**config.mk**
```make
export PLATFORM = sky130hd
export DESIGN_NAME = spill_reg
export DESIGN_NICKNAME = d
export VERILOG_FILES = /design/src/spill_reg.sv
export SDC_FILE = /design/constraint.sdc
export NUM_CORES = 1
export LEC_CHECK = 0
export ABC_AREA = 1
export BUFFER_PORTS_ARGS = -buffer_cell sky130_fd_sc_hd__buf_2
export CELL_PAD_IN_SITES_DETAIL_PLACEMENT = 0
export CELL_PAD_IN_SITES_GLOBAL_PLACEMENT = 1
export CORE_AREA = 2 2 39 41
export DETAILED_ROUTE_END_ITERATION = 12
export DIE_AREA = 0 0 41 43
export PLACE_DENSITY = 0.39
export REMOVE_ABC_BUFFERS = 1
export SLEW_MARGIN = 20
export SYNTH_ARGS = -nofsm -noshare
export SYNTH_HDL_FRONTEND = slang
export SYNTH_SLANG_ARGS = --single-unit
```
**constraint.sdc**
```tcl
create_clock -name clk_i -period 2.45 [get_ports clk_i]
set_input_delay 0.245 -clock clk_i [delete_from_list [all_inputs] [get_ports clk_i]]
set_output_delay 0.245 -clock clk_i [all_outputs]
set_load 0.1 [all_outputs]
```
**src/spill_reg.sv**
```systemverilog
// Two-slot valid/ready register for any packed payload type
`timescale 1ns/10ps
`default_nettype none

module spill_reg #(
  parameter type payload_t = logic
) (
  input  wire logic     clk_i,
  input  wire logic     rst_ni,
  input  wire logic     in_valid_i,
  output logic          in_ready_o,
  input  wire payload_t in_data_i,
  output logic          out_valid_o,
  input  wire logic     out_ready_i,
  output payload_t      out_data_o
);

  logic     a_full_q;
  logic     b_full_q;
  payload_t a_data_q;
  payload_t b_data_q;

  logic a_fill;
  logic a_drain;
  logic b_fill;
  logic b_drain;

  // Slot A takes new beats, slot B holds one when the output stalls
  assign a_fill  = in_valid_i && in_ready_o;
  assign a_drain = a_full_q && !b_full_q;
  assign b_fill  = a_drain && !out_ready_i;
  assign b_drain = b_full_q && out_ready_i;

  always_ff @(posedge clk_i or negedge rst_ni) begin
    if (!rst_ni) begin
      a_full_q <= 1'b0;
      b_full_q <= 1'b0;
    end else begin
      if (a_fill || a_drain) a_full_q <= a_fill;
      if (b_fill || b_drain) b_full_q <= b_fill;
    end
  end

  always_ff @(posedge clk_i) begin
    if (a_fill) a_data_q <= in_data_i;
    if (b_fill) b_data_q <= a_data_q;
  end

  assign in_ready_o  = !a_full_q || !b_full_q;
  assign out_valid_o = a_full_q || b_full_q;
  // Older beat sits in B whenever B is occupied
  assign out_data_o  = b_full_q ? b_data_q : a_data_q;

endmodule

`default_nettype wire

```
==> results.txt <==
Detailed Place HPWL: 264 um
CP required: 2.20 ns
top cells by area in the synthesized netlist: edfxtp_1, dfrtp_1, nand2_1, inv_1, nor2_1
fin crit period: 1.48 ns
placement-stage cell area: 215 um2
Hold Path End: b_full_q
setup slack, reg-to-reg: 1.51 ns
Die Y: 43 um
CP max FO: 5
number of flops mapped to enable cells by yosys: 2
CTS Root Cell: clkbuf_4
Resized Gates After CTS: 0
worst reg2reg endpoint: b_data_q
die width: 41 um
Peak VDD IR: 0.196 mV
RR Startpoint: b_full_q
vias in the first global route: 157
number of hold buffers added after cts: 1
TritonCTS clock tree: built
cell with the most instances after synthesis: nand2_1
core area: 1380 um2
Skew-Pair Late Insertion Delay: 0.23 ns
post-CTS setup buffer count: 0
post-route ant nets: 0
Min Hold Slack: 0.183 ns
max_slew headroom: 0.675
fmax: 0.677 GHz
Setup TNS: 0 ns
area leader, netlist: edfxtp_1
final hold violations: 0
Synth Warn #: 0
Slew Viols, Final: 0
Mapped Avg Cell Area: 9.42 um2
RSZ-0062 raised after global routing: false
Netlist cell types: 6
register area share after synthesis: 0.687
Mapped Cells: 17
Yosys top cell area share: 0.375
Final Cell Area: 248 um2
Final #Nets: 35
DR vias: 144
Num CTS Buffers: 3
Synth Register Bits: 4
total inserted antenna cells: 0
gr usage total: 0.0515
Initial DRC Count: 4
Top FF cell, synth: edfxtp_1
Finish-stage setup viols: 0
startpoint class of the critical path: flop
min-delay src: out_ready_i
pre-CTS setup slack: 1.21 ns
Least-Margin Pin Slew: 0.492 ns
max_cap viols: 0
crit path DAT: 1.23 ns
H-tree depth: 1
Min-Delay Path Depth: 2
Reg2Reg Depth: 3
total gr overflow: 0
# fillers: 155
Vias/cell: 3.27
PwrDens: 835 nW/um2
Worst Skew: 0.00519 ns
Clk pin slew, worst setup/hold paths: 0.04 ns
critical path class: reg2out
synth-to-layout area growth: 54.7%
worst hold-check path type: in2reg
fin worst setup slack: 0.972 ns
share of cells above drive strength 1: 0.357
global placement routability congestion: 0.666
DRT Wirelength: 327 um
initial antenna violation count: 0
clk sink count: 4
static leakage: 0.123 nW
first-pass GRT wire length: 579 um
status: finished, final reports clean
row count: 14
die area: 1760 um2
total power: 0.207 mW
Tcrit/Tclk final: 0.603
Initial Utilization: 0.116
WL/cell: 7.43 um
crit end category: output port
Post-synth ARST share: 0.500
Synth Cell Area: 160 um2
port buffer count: 7
DRC violations left: 0
largest net degree at the start of global routing: 6
most frequent cells after synthesis: nand2_1, inv_1, nor2_1
DRT Pass-1 Iters: 2
Longest Clk Path Bufs: 2
I/O pin count: 8
final cells by class:
type	count	area (um2)	share of cell area
Tap cell	16	20.0	0.0808
Clock buffer	3	22.5	0.0909
Multi-Input combinational cell	10	38.8	0.157
Inverter	3	11.3	0.0455
Timing Repair Buffer	8	45.0	0.182
Sequential cell	4	110	0.444
placed cells by master (no fill, tap or decap):
cell type	netlist	final
buf_2	0	7
nand2_1	6	6
inv_1	3	3
nor2_1	3	3
clkbuf_4	0	3
edfxtp_1	2	2
dfrtp_1	2	2
a21oi_1	1	1
dlygate4sd3_1	0	1
metal layers:
| layer | wire length, um | vias up | part of all wire | GRT usage |
|---|---|---|---|---|
| met3 | 28 | 0 | 0.086 | 0.0314 |
| met1 | 142 | 63 | 0.43 | 0.0557 |
| met4 | 0 | 0 | 0 | 0.0400 |
| met2 | 156 | 7 | 0.48 | 0.0688 |
| li1 | - | 74 | - | - |
| met5 | 0 | - | 0 | 0 |
sequential cells by signal, indices dropped and copies added, names as in the netlist:
name	flops
a_data_q	1
a_full_q	1
b_full_q	1
b_data_q	1
per-stage QoR:
| step | std cells | util |
|---|---|---|
| 3_5_place_dp | 40 | 0.156 |
| 5_1_grt | 44 | 0.179 |
| 2_1_floorplan | 17 | - |
| 3_3_place_gp | 40 | 0.156 |
| 6_report | 44 | 0.179 |
| 4_1_cts | 44 | 0.179 |
kinds of logic after synthesis:
family          count (synthesis)  synth area share
simple gates                    9             0.211
flops                           4             0.688
compound gates                  1            0.0312
buf+inv                         3            0.0703
worst max path at each step:
stage / cells after the start / startpoint / slack [ns] / end
3_5_place_dp: 4 / b_full_q / 1.21 / out_data_o
6_report: 4 / b_full_q / 0.97 / out_data_o
4_1_cts: 4 / b_full_q / 0.95 / out_data_o
2_1_floorplan: 3 / b_full_q / 1.06 / out_data_o
3_3_place_gp: 4 / b_full_q / 1.21 / out_data_o
5_1_grt: 4 / b_full_q / 0.90 / out_data_o
power breakdown:
| part | total [mW] | switching (mW) | internal (mW) | leakage (nW) |
|---|---|---|---|---|
| clock | 0.0785 | 0.0240 | 0.0546 | 0.0138 |
| sequential | 0.0794 | 0.00328 | 0.0761 | 0.0421 |
| combinational | 0.0491 | 0.0399 | 0.00912 | 0.0671 |
| total | 0.207 | 0.0672 | 0.140 | 0.123 |
critical path, stage by stage (launching register included):
cell and delay (ns):
dfrtp_1 0.40, inv_1 0.08, nand2_1 0.05, nand2_1 0.04, buf_2 0.42
Note: power is estimated with default switching activity, not from simulation.
