## src/dsz_consts.svh

```systemverilog
// Bus widths, byte counts and AXI encodings for the write downsizer
`ifndef DSZ_CONSTS_SVH
`define DSZ_CONSTS_SVH

// Address and ID widths
`define DSZ_ADDR_W 32
`define DSZ_ID_W 4

// Slave (wide) and master (narrow) data widths
`define DSZ_SI_DATA_W 64
`define DSZ_MI_DATA_W 32
`define DSZ_SI_BYTES 8
`define DSZ_MI_BYTES 4

// AXI encodings
`define DSZ_MAX_LEN 255
`define DSZ_BURST_INCR 2'b01
`define DSZ_CACHE_MODIFIABLE 4'b0010

`endif

```

## src/dsz_pkg.sv

```systemverilog
// Channel payload structs and the burst descriptor type
`default_nettype none

`include "dsz_consts.svh"

package dsz_pkg;

  typedef logic [`DSZ_ID_W-1:0]   id_t;
  typedef logic [`DSZ_ADDR_W-1:0] addr_t;
  typedef logic [2:0]             size_t;

  // Write address channel
  typedef struct packed {
    id_t        id;
    addr_t      addr;
    logic [7:0] len;
    size_t      size;
    logic [1:0] burst;
    logic [3:0] cache;
    logic [2:0] prot;
  } aw_chan_t;

  // Wide write data beat on the slave side
  typedef struct packed {
    logic [`DSZ_SI_DATA_W-1:0] data;
    logic [`DSZ_SI_BYTES-1:0]  strb;
    logic                      last;
  } si_w_chan_t;

  // Narrow write data beat on the master side
  typedef struct packed {
    logic [`DSZ_MI_DATA_W-1:0] data;
    logic [`DSZ_MI_BYTES-1:0]  strb;
    logic                      last;
  } mi_w_chan_t;

  // Write response
  typedef struct packed {
    id_t        id;
    logic [1:0] resp;
  } b_chan_t;

  // Burst descriptor from decoder to serializer
  typedef struct packed {
    addr_t      addr;
    logic [8:0] count;      // narrow beats still to send
    size_t      orig_size;
    size_t      size;
    logic       downsize;
  } w_desc_t;

endpackage

`default_nettype wire

```

## src/burst_decoder.sv

```systemverilog
// AW decoder FSM with narrow burst conversion and descriptor output
`timescale 1ns/10ps
`default_nettype none

`include "dsz_consts.svh"

module burst_decoder (
  input  wire logic              clk_i,
  input  wire logic              rst_ni,
  input  wire dsz_pkg::aw_chan_t slv_aw_i,
  input  wire logic              slv_aw_valid_i,
  output logic                   slv_aw_ready_o,
  output dsz_pkg::aw_chan_t      aw_o,
  output logic                   aw_valid_o,
  input  wire logic              aw_ready_i,
  output dsz_pkg::w_desc_t       desc_o,
  output logic                   desc_start_o,
  input  wire logic              burst_done_i
);

  import dsz_pkg::*;

  localparam logic [2:0]  mi_size = 3'($clog2(`DSZ_MI_BYTES));
  localparam logic [31:0] mi_mask = 32'(`DSZ_MI_BYTES - 1);

  typedef enum logic [1:0] {
    ST_IDLE,
    ST_ISSUE,
    ST_BUSY
  } state_t;

  state_t   state_q;
  logic     desc_start_q;
  aw_chan_t aw_q;
  aw_chan_t aw_conv;
  w_desc_t  desc_q;
  w_desc_t  desc_conv;

  logic [31:0] size_mask;
  logic [15:0] ratio;
  logic [15:0] align_adj;
  logic [15:0] full_cnt;
  logic [7:0]  narrow_len;
  logic        downsize;

  // --------------------------------------------------------------------------
  // Conversion of the incoming request
  // --------------------------------------------------------------------------

  always_comb begin
    size_mask = (32'd1 << slv_aw_i.size) - 32'd1;
    ratio     = 16'((32'd1 << slv_aw_i.size) >> mi_size);
    // Narrow beats skipped before the start address inside the first word
    align_adj = 16'((slv_aw_i.addr & size_mask & ~mi_mask) >> mi_size);
    full_cnt  = (16'(slv_aw_i.len) + 16'd1) * ratio - align_adj;
    downsize  = (|(slv_aw_i.cache & `DSZ_CACHE_MODIFIABLE)) &&
                (slv_aw_i.burst == `DSZ_BURST_INCR) &&
                (slv_aw_i.size > mi_size);

    if ((full_cnt - 16'd1) > 16'(`DSZ_MAX_LEN)) begin
      narrow_len = 8'(`DSZ_MAX_LEN);
    end else begin
      narrow_len = 8'(full_cnt - 16'd1);
    end

    aw_conv = slv_aw_i;
    if (downsize) begin
      aw_conv.len  = narrow_len;
      aw_conv.size = mi_size;
    end

    desc_conv.addr      = slv_aw_i.addr;
    desc_conv.count     = 9'(aw_conv.len) + 9'd1;
    desc_conv.orig_size = slv_aw_i.size;
    desc_conv.size      = aw_conv.size;
    desc_conv.downsize  = downsize;
  end

  // --------------------------------------------------------------------------
  // Request FSM
  // --------------------------------------------------------------------------

  assign slv_aw_ready_o = (state_q == ST_IDLE);
  assign aw_valid_o     = (state_q == ST_ISSUE);

  always_ff @(posedge clk_i or negedge rst_ni) begin
    if (!rst_ni) begin
      state_q      <= ST_IDLE;
      desc_start_q <= 1'b0;
    end else begin
      desc_start_q <= aw_valid_o && aw_ready_i;
      case (state_q)
        ST_IDLE:  if (slv_aw_valid_i) state_q <= ST_ISSUE;
        ST_ISSUE: if (aw_ready_i) state_q <= ST_BUSY;
        ST_BUSY:  if (burst_done_i) state_q <= ST_IDLE;
        default:  state_q <= ST_IDLE;
      endcase
    end
  end

  // Request capture
  always_ff @(posedge clk_i) begin
    if (slv_aw_valid_i && slv_aw_ready_o) begin
      aw_q   <= aw_conv;
      desc_q <= desc_conv;
    end
  end

  assign aw_o         = aw_q;
  assign desc_o       = desc_q;
  assign desc_start_o = desc_start_q;

endmodule

`default_nettype wire

```

## config.mk

```make
export PLATFORM = sky130hd
export DESIGN_NAME = burst_decoder
export DESIGN_NICKNAME = d
export VERILOG_FILES = /design/src/dsz_pkg.sv /design/src/burst_decoder.sv
export VERILOG_INCLUDE_DIRS = /design/src /design/src/src
export SDC_FILE = /design/constraint.sdc
export NUM_CORES = 1
export LEC_CHECK = 0
export BUFFER_PORTS_ARGS = -buffer_cell sky130_fd_sc_hd__buf_2
export CORE_UTILIZATION = 45
export CTS_CLUSTER_SIZE = 20
export DETAILED_ROUTE_END_ITERATION = 8
export PLACE_DENSITY = 0.71
export SYNTH_ARGS = -nofsm -noshare
export SYNTH_HDL_FRONTEND = slang
export SYNTH_SLANG_ARGS = --single-unit
```

## constraint.sdc

```tcl
create_clock -name clk_i -period 5.3 [get_ports clk_i]
set_clock_uncertainty 0.15 [all_clocks]
set_input_delay 0.265 -clock clk_i [delete_from_list [all_inputs] [get_ports clk_i]]
set_output_delay 0.265 -clock clk_i [all_outputs]
set_load 0.005 [all_outputs]
```

==> flow_summary.yaml <==
detailed_routing:
  viasPerCell: 5.02
  drc: 0
  initialDrtViolationCount: 264
  wire_per_inst_um: 17.1
  detail-route-antenna-nets: 0
  via_count: 5035
  drtPass1Iterations: 5
  wl_um: 17100
clocking:
  clock-root-buffer: "clkbuf_16"
  cts_max_path_buffers: 2
  clk_latency_ns: 0.34
  cts.sinks: 72
  htree_levels: 3
  cts_tree: "built"
  clkTransAtPathRegs_ns: 0.07
  cts_buffers: 9
floorplanning:
  io_pins: 168
  start_util_pct: 46.8
  core_um2: 12200
  die_w_um: 115
  row_count: 40
  die_area_um2: 13100
  die_y_um: 115
synthesis:
  yosysTopAreaCell: "edfxtp_1"
  synth_top_area_share_pct: 36.4
  synth_compound_area_share_pct: 7.75
  syn_avg_cell_area_um2: 10.8
  synthTopCellsByArea: "edfxtp_1, fa_1, ha_1"
  yosys_warnings: 0
  netlist_area_um2: 5700
  muxShareOfSynthArea_pct: 0.176
  synthAdderAreaFrac_pct: 26.0
  ys_ff_latch: 72
  netlist_instances: 529
  synthXorXnorAreaFrac_pct: 4.31
  synth_top_family_by_area: "adder cells"
  synth_cell_types: 55
  synth-simple-area-share_pct: 13.9
  synth_edf_count: 69
  ys.flop_type: "edfxtp_1"
  synthArstFlopShare_pct: 4.17
  synth_seq_area_share_pct: 37.7
timing:
  grt_setup_unrepaired: "yes"
  hold_violations: 0
  worst_slack_ns: -1.03
  worst_pin_slew_ns: 0.874
  fin_crit_sh_pct: 119
  max_clock_freq_mhz: 158
  min_period_ns: 6.33
  slew_headroom_pct: 41.7
  finalSetupViolCount: 17
  drv_slew: 0
global_routing:
  antenna_found_initial: 1
  grt_usage_pct: 25.7
  grt_pass1_vias: 5105
  top_usage_layer: "met2"
  gr-usage-met1_pct: 29.3
  grt_overflow: 0
  grt_use_met2_pct: 47.9
  grt_max_degree: 71
  groute.layer.met3.usage_pct: 3.71
  grt_pass1_wl_um: 25400
pwr:
  power.total_mw: 2.53
  peakVddDrop_v: 0.000157
  p_leak_nw: 4.01
  p_per_area_nw_per_um2: 294
placed_design:
  routabilityCongestion: 0.913
  hpwl_um: 12100
  place_area_um2: 7430
  dp.cells: 919
  preCtsSetupSlack_ns: -1.57
  portBuffers: 167
setup_path:
  path_class: "input pin to flop"
  end_kind: "flop"
  worstPathRequired_ns: 5.25
  cp-start-kind: "input pin"
  worst-r2r-setup-slack_ns: 3.34
  critPathArrivalTime_ns: 6.28
  path_max_fanout: 5
finish:
  syn2layout_area_growth_pct: 50.8
  final_cell_mix: "buf_2, buf_4, edfxtp_1, inv_1, ha_1"
  post_layout_nonfiller_instances: 1002
  layout_commonest_cell: "buf_2"
  final_net_count: 985
  fin_area_um2: 8590
  fin_util_pct: 70.6
  drive_gt1_share_pct: 44.9
outcome:
  violations: "negative setup slack"
  outcome: "finished with violations"
job:
  cap_violations: 0
min_path:
  hold_path.class: "input pin to flop"
[through the flow]
step,hold WS [ns],TNS [ns]
after floorplan,-0.181,-10.23
after global placement,-0.0903,-16.15
after detailed placement,-0.0877,-17.95
after CTS,0.0169,-9.83
after global routing,0.0305,-13.02
final,0.0212,-9.31
[final timing paths]
kind                                        start                      to  cells after the start
max in group asynchronous                  rst_ni  state_q[0]$_DFFE_PN0P_                      2
max reg2reg                state_q[1]$_DFFE_PN0P_       aw_o[8]$_DFFE_PP_                      3
max                                  slv_aw_i[12]    desc_o[13]$_DFFE_PP_                     26
min reg2reg                state_q[1]$_DFFE_PN0P_  state_q[1]$_DFFE_PN0P_                      1
min in group asynchronous                  rst_ni  desc_start_o$_DFF_PN0_                      2
min                                    aw_ready_i  desc_start_o$_DFF_PN0_                      2
[repair_timing]
item / 4_1_cts / 5_1_grt
endpoints found under the setup margin: 17 / 17
pin swaps: 33 / 19
setup buffers: 13 / 10
endpoints found under the hold margin: 47 / 0
gates resized for setup: 40 / 22
hold buffers: 45 / 0
[cell usage after synthesis (3+ instances only)]
library cell,instances
dfrtp_1,3
edfxtp_1,69
o21ai_0,7
clkbuf_1,11
a31oi_1,7
nor2_1,52
inv_1,60
or2_2,4
ha_1,59
nand2_1,31
xnor2_1,13
o22a_1,3
a21o_1,4
o211ai_1,7
buf_4,35
nand2b_1,17
fa_1,37
a211oi_1,4
nand4_1,3
nand3_1,14
xor2_1,15
nand3b_1,3
o21a_1,4
a21oi_1,13
nor3_1,9
and2_1,5
[final cells by class]
cell class	count	area, um2
Fill cell	871	3570
Timing Repair Buffer	332	2310
Antenna cell	1	2.50
Clock buffer	9	225
Clock inverter	7	60.1
Inverter	61	229
Sequential cell	72	2150
Multi-Input combinational cell	352	3400
Tap cell	168	210
[routing by layer]
metal  vias up  part of all wire, %
met5         -                    0
met4         0                  3.3
met3        45                  5.6
met2       204                   53
met1      2426                   38
li1       2360                    -
[cells by family (layout without fill, tap and decap cells)]
group | after synthesis | in the layout
xor+xnor | 28 | 28
fa+ha+maj | 96 | 96
flops | 72 | 72
simple gates | 155 | 155
mux | 1 | 1
other cells | 2 | 9
buf+inv | 111 | 409
compound gates | 64 | 64
[registers in the layout, indices dropped and copies added (netlist names)]
signal / flops
state_q: 2
aw_o: 21
desc_start_o: 1
desc_o: 48
[power breakdown]
group	total (mW)	switching (mW)	internal, mW
combinational	1.10	0.567	0.536
clock	0.588	0.263	0.325
sequential	0.838	0.0479	0.790
total	2.53	0.878	1.65
[critical path, stage by stage]
cell and delay [ns]:
buf_8 0.09, ha_4 0.22, nand3_4 0.11, xor2_4 0.23, nor2_2 0.09, fa_1 0.57
inv_2 0.05, fa_1 0.50, inv_1 0.06, fa_1 0.48, fa_1 0.58, ha_4 0.22
ha_4 0.21, o21a_1 0.11, o211ai_1 0.20, a21oi_2 0.06, or4_1 0.47, a2111o_1 0.46
nor4_4 0.23, nand2_4 0.14, o22a_1 0.24, ha_4 0.19, o21a_1 0.13, a21oi_2 0.14
and3_4 0.18, nor3_1 0.04
No activity file was read; power rests on OpenSTA's default activity.
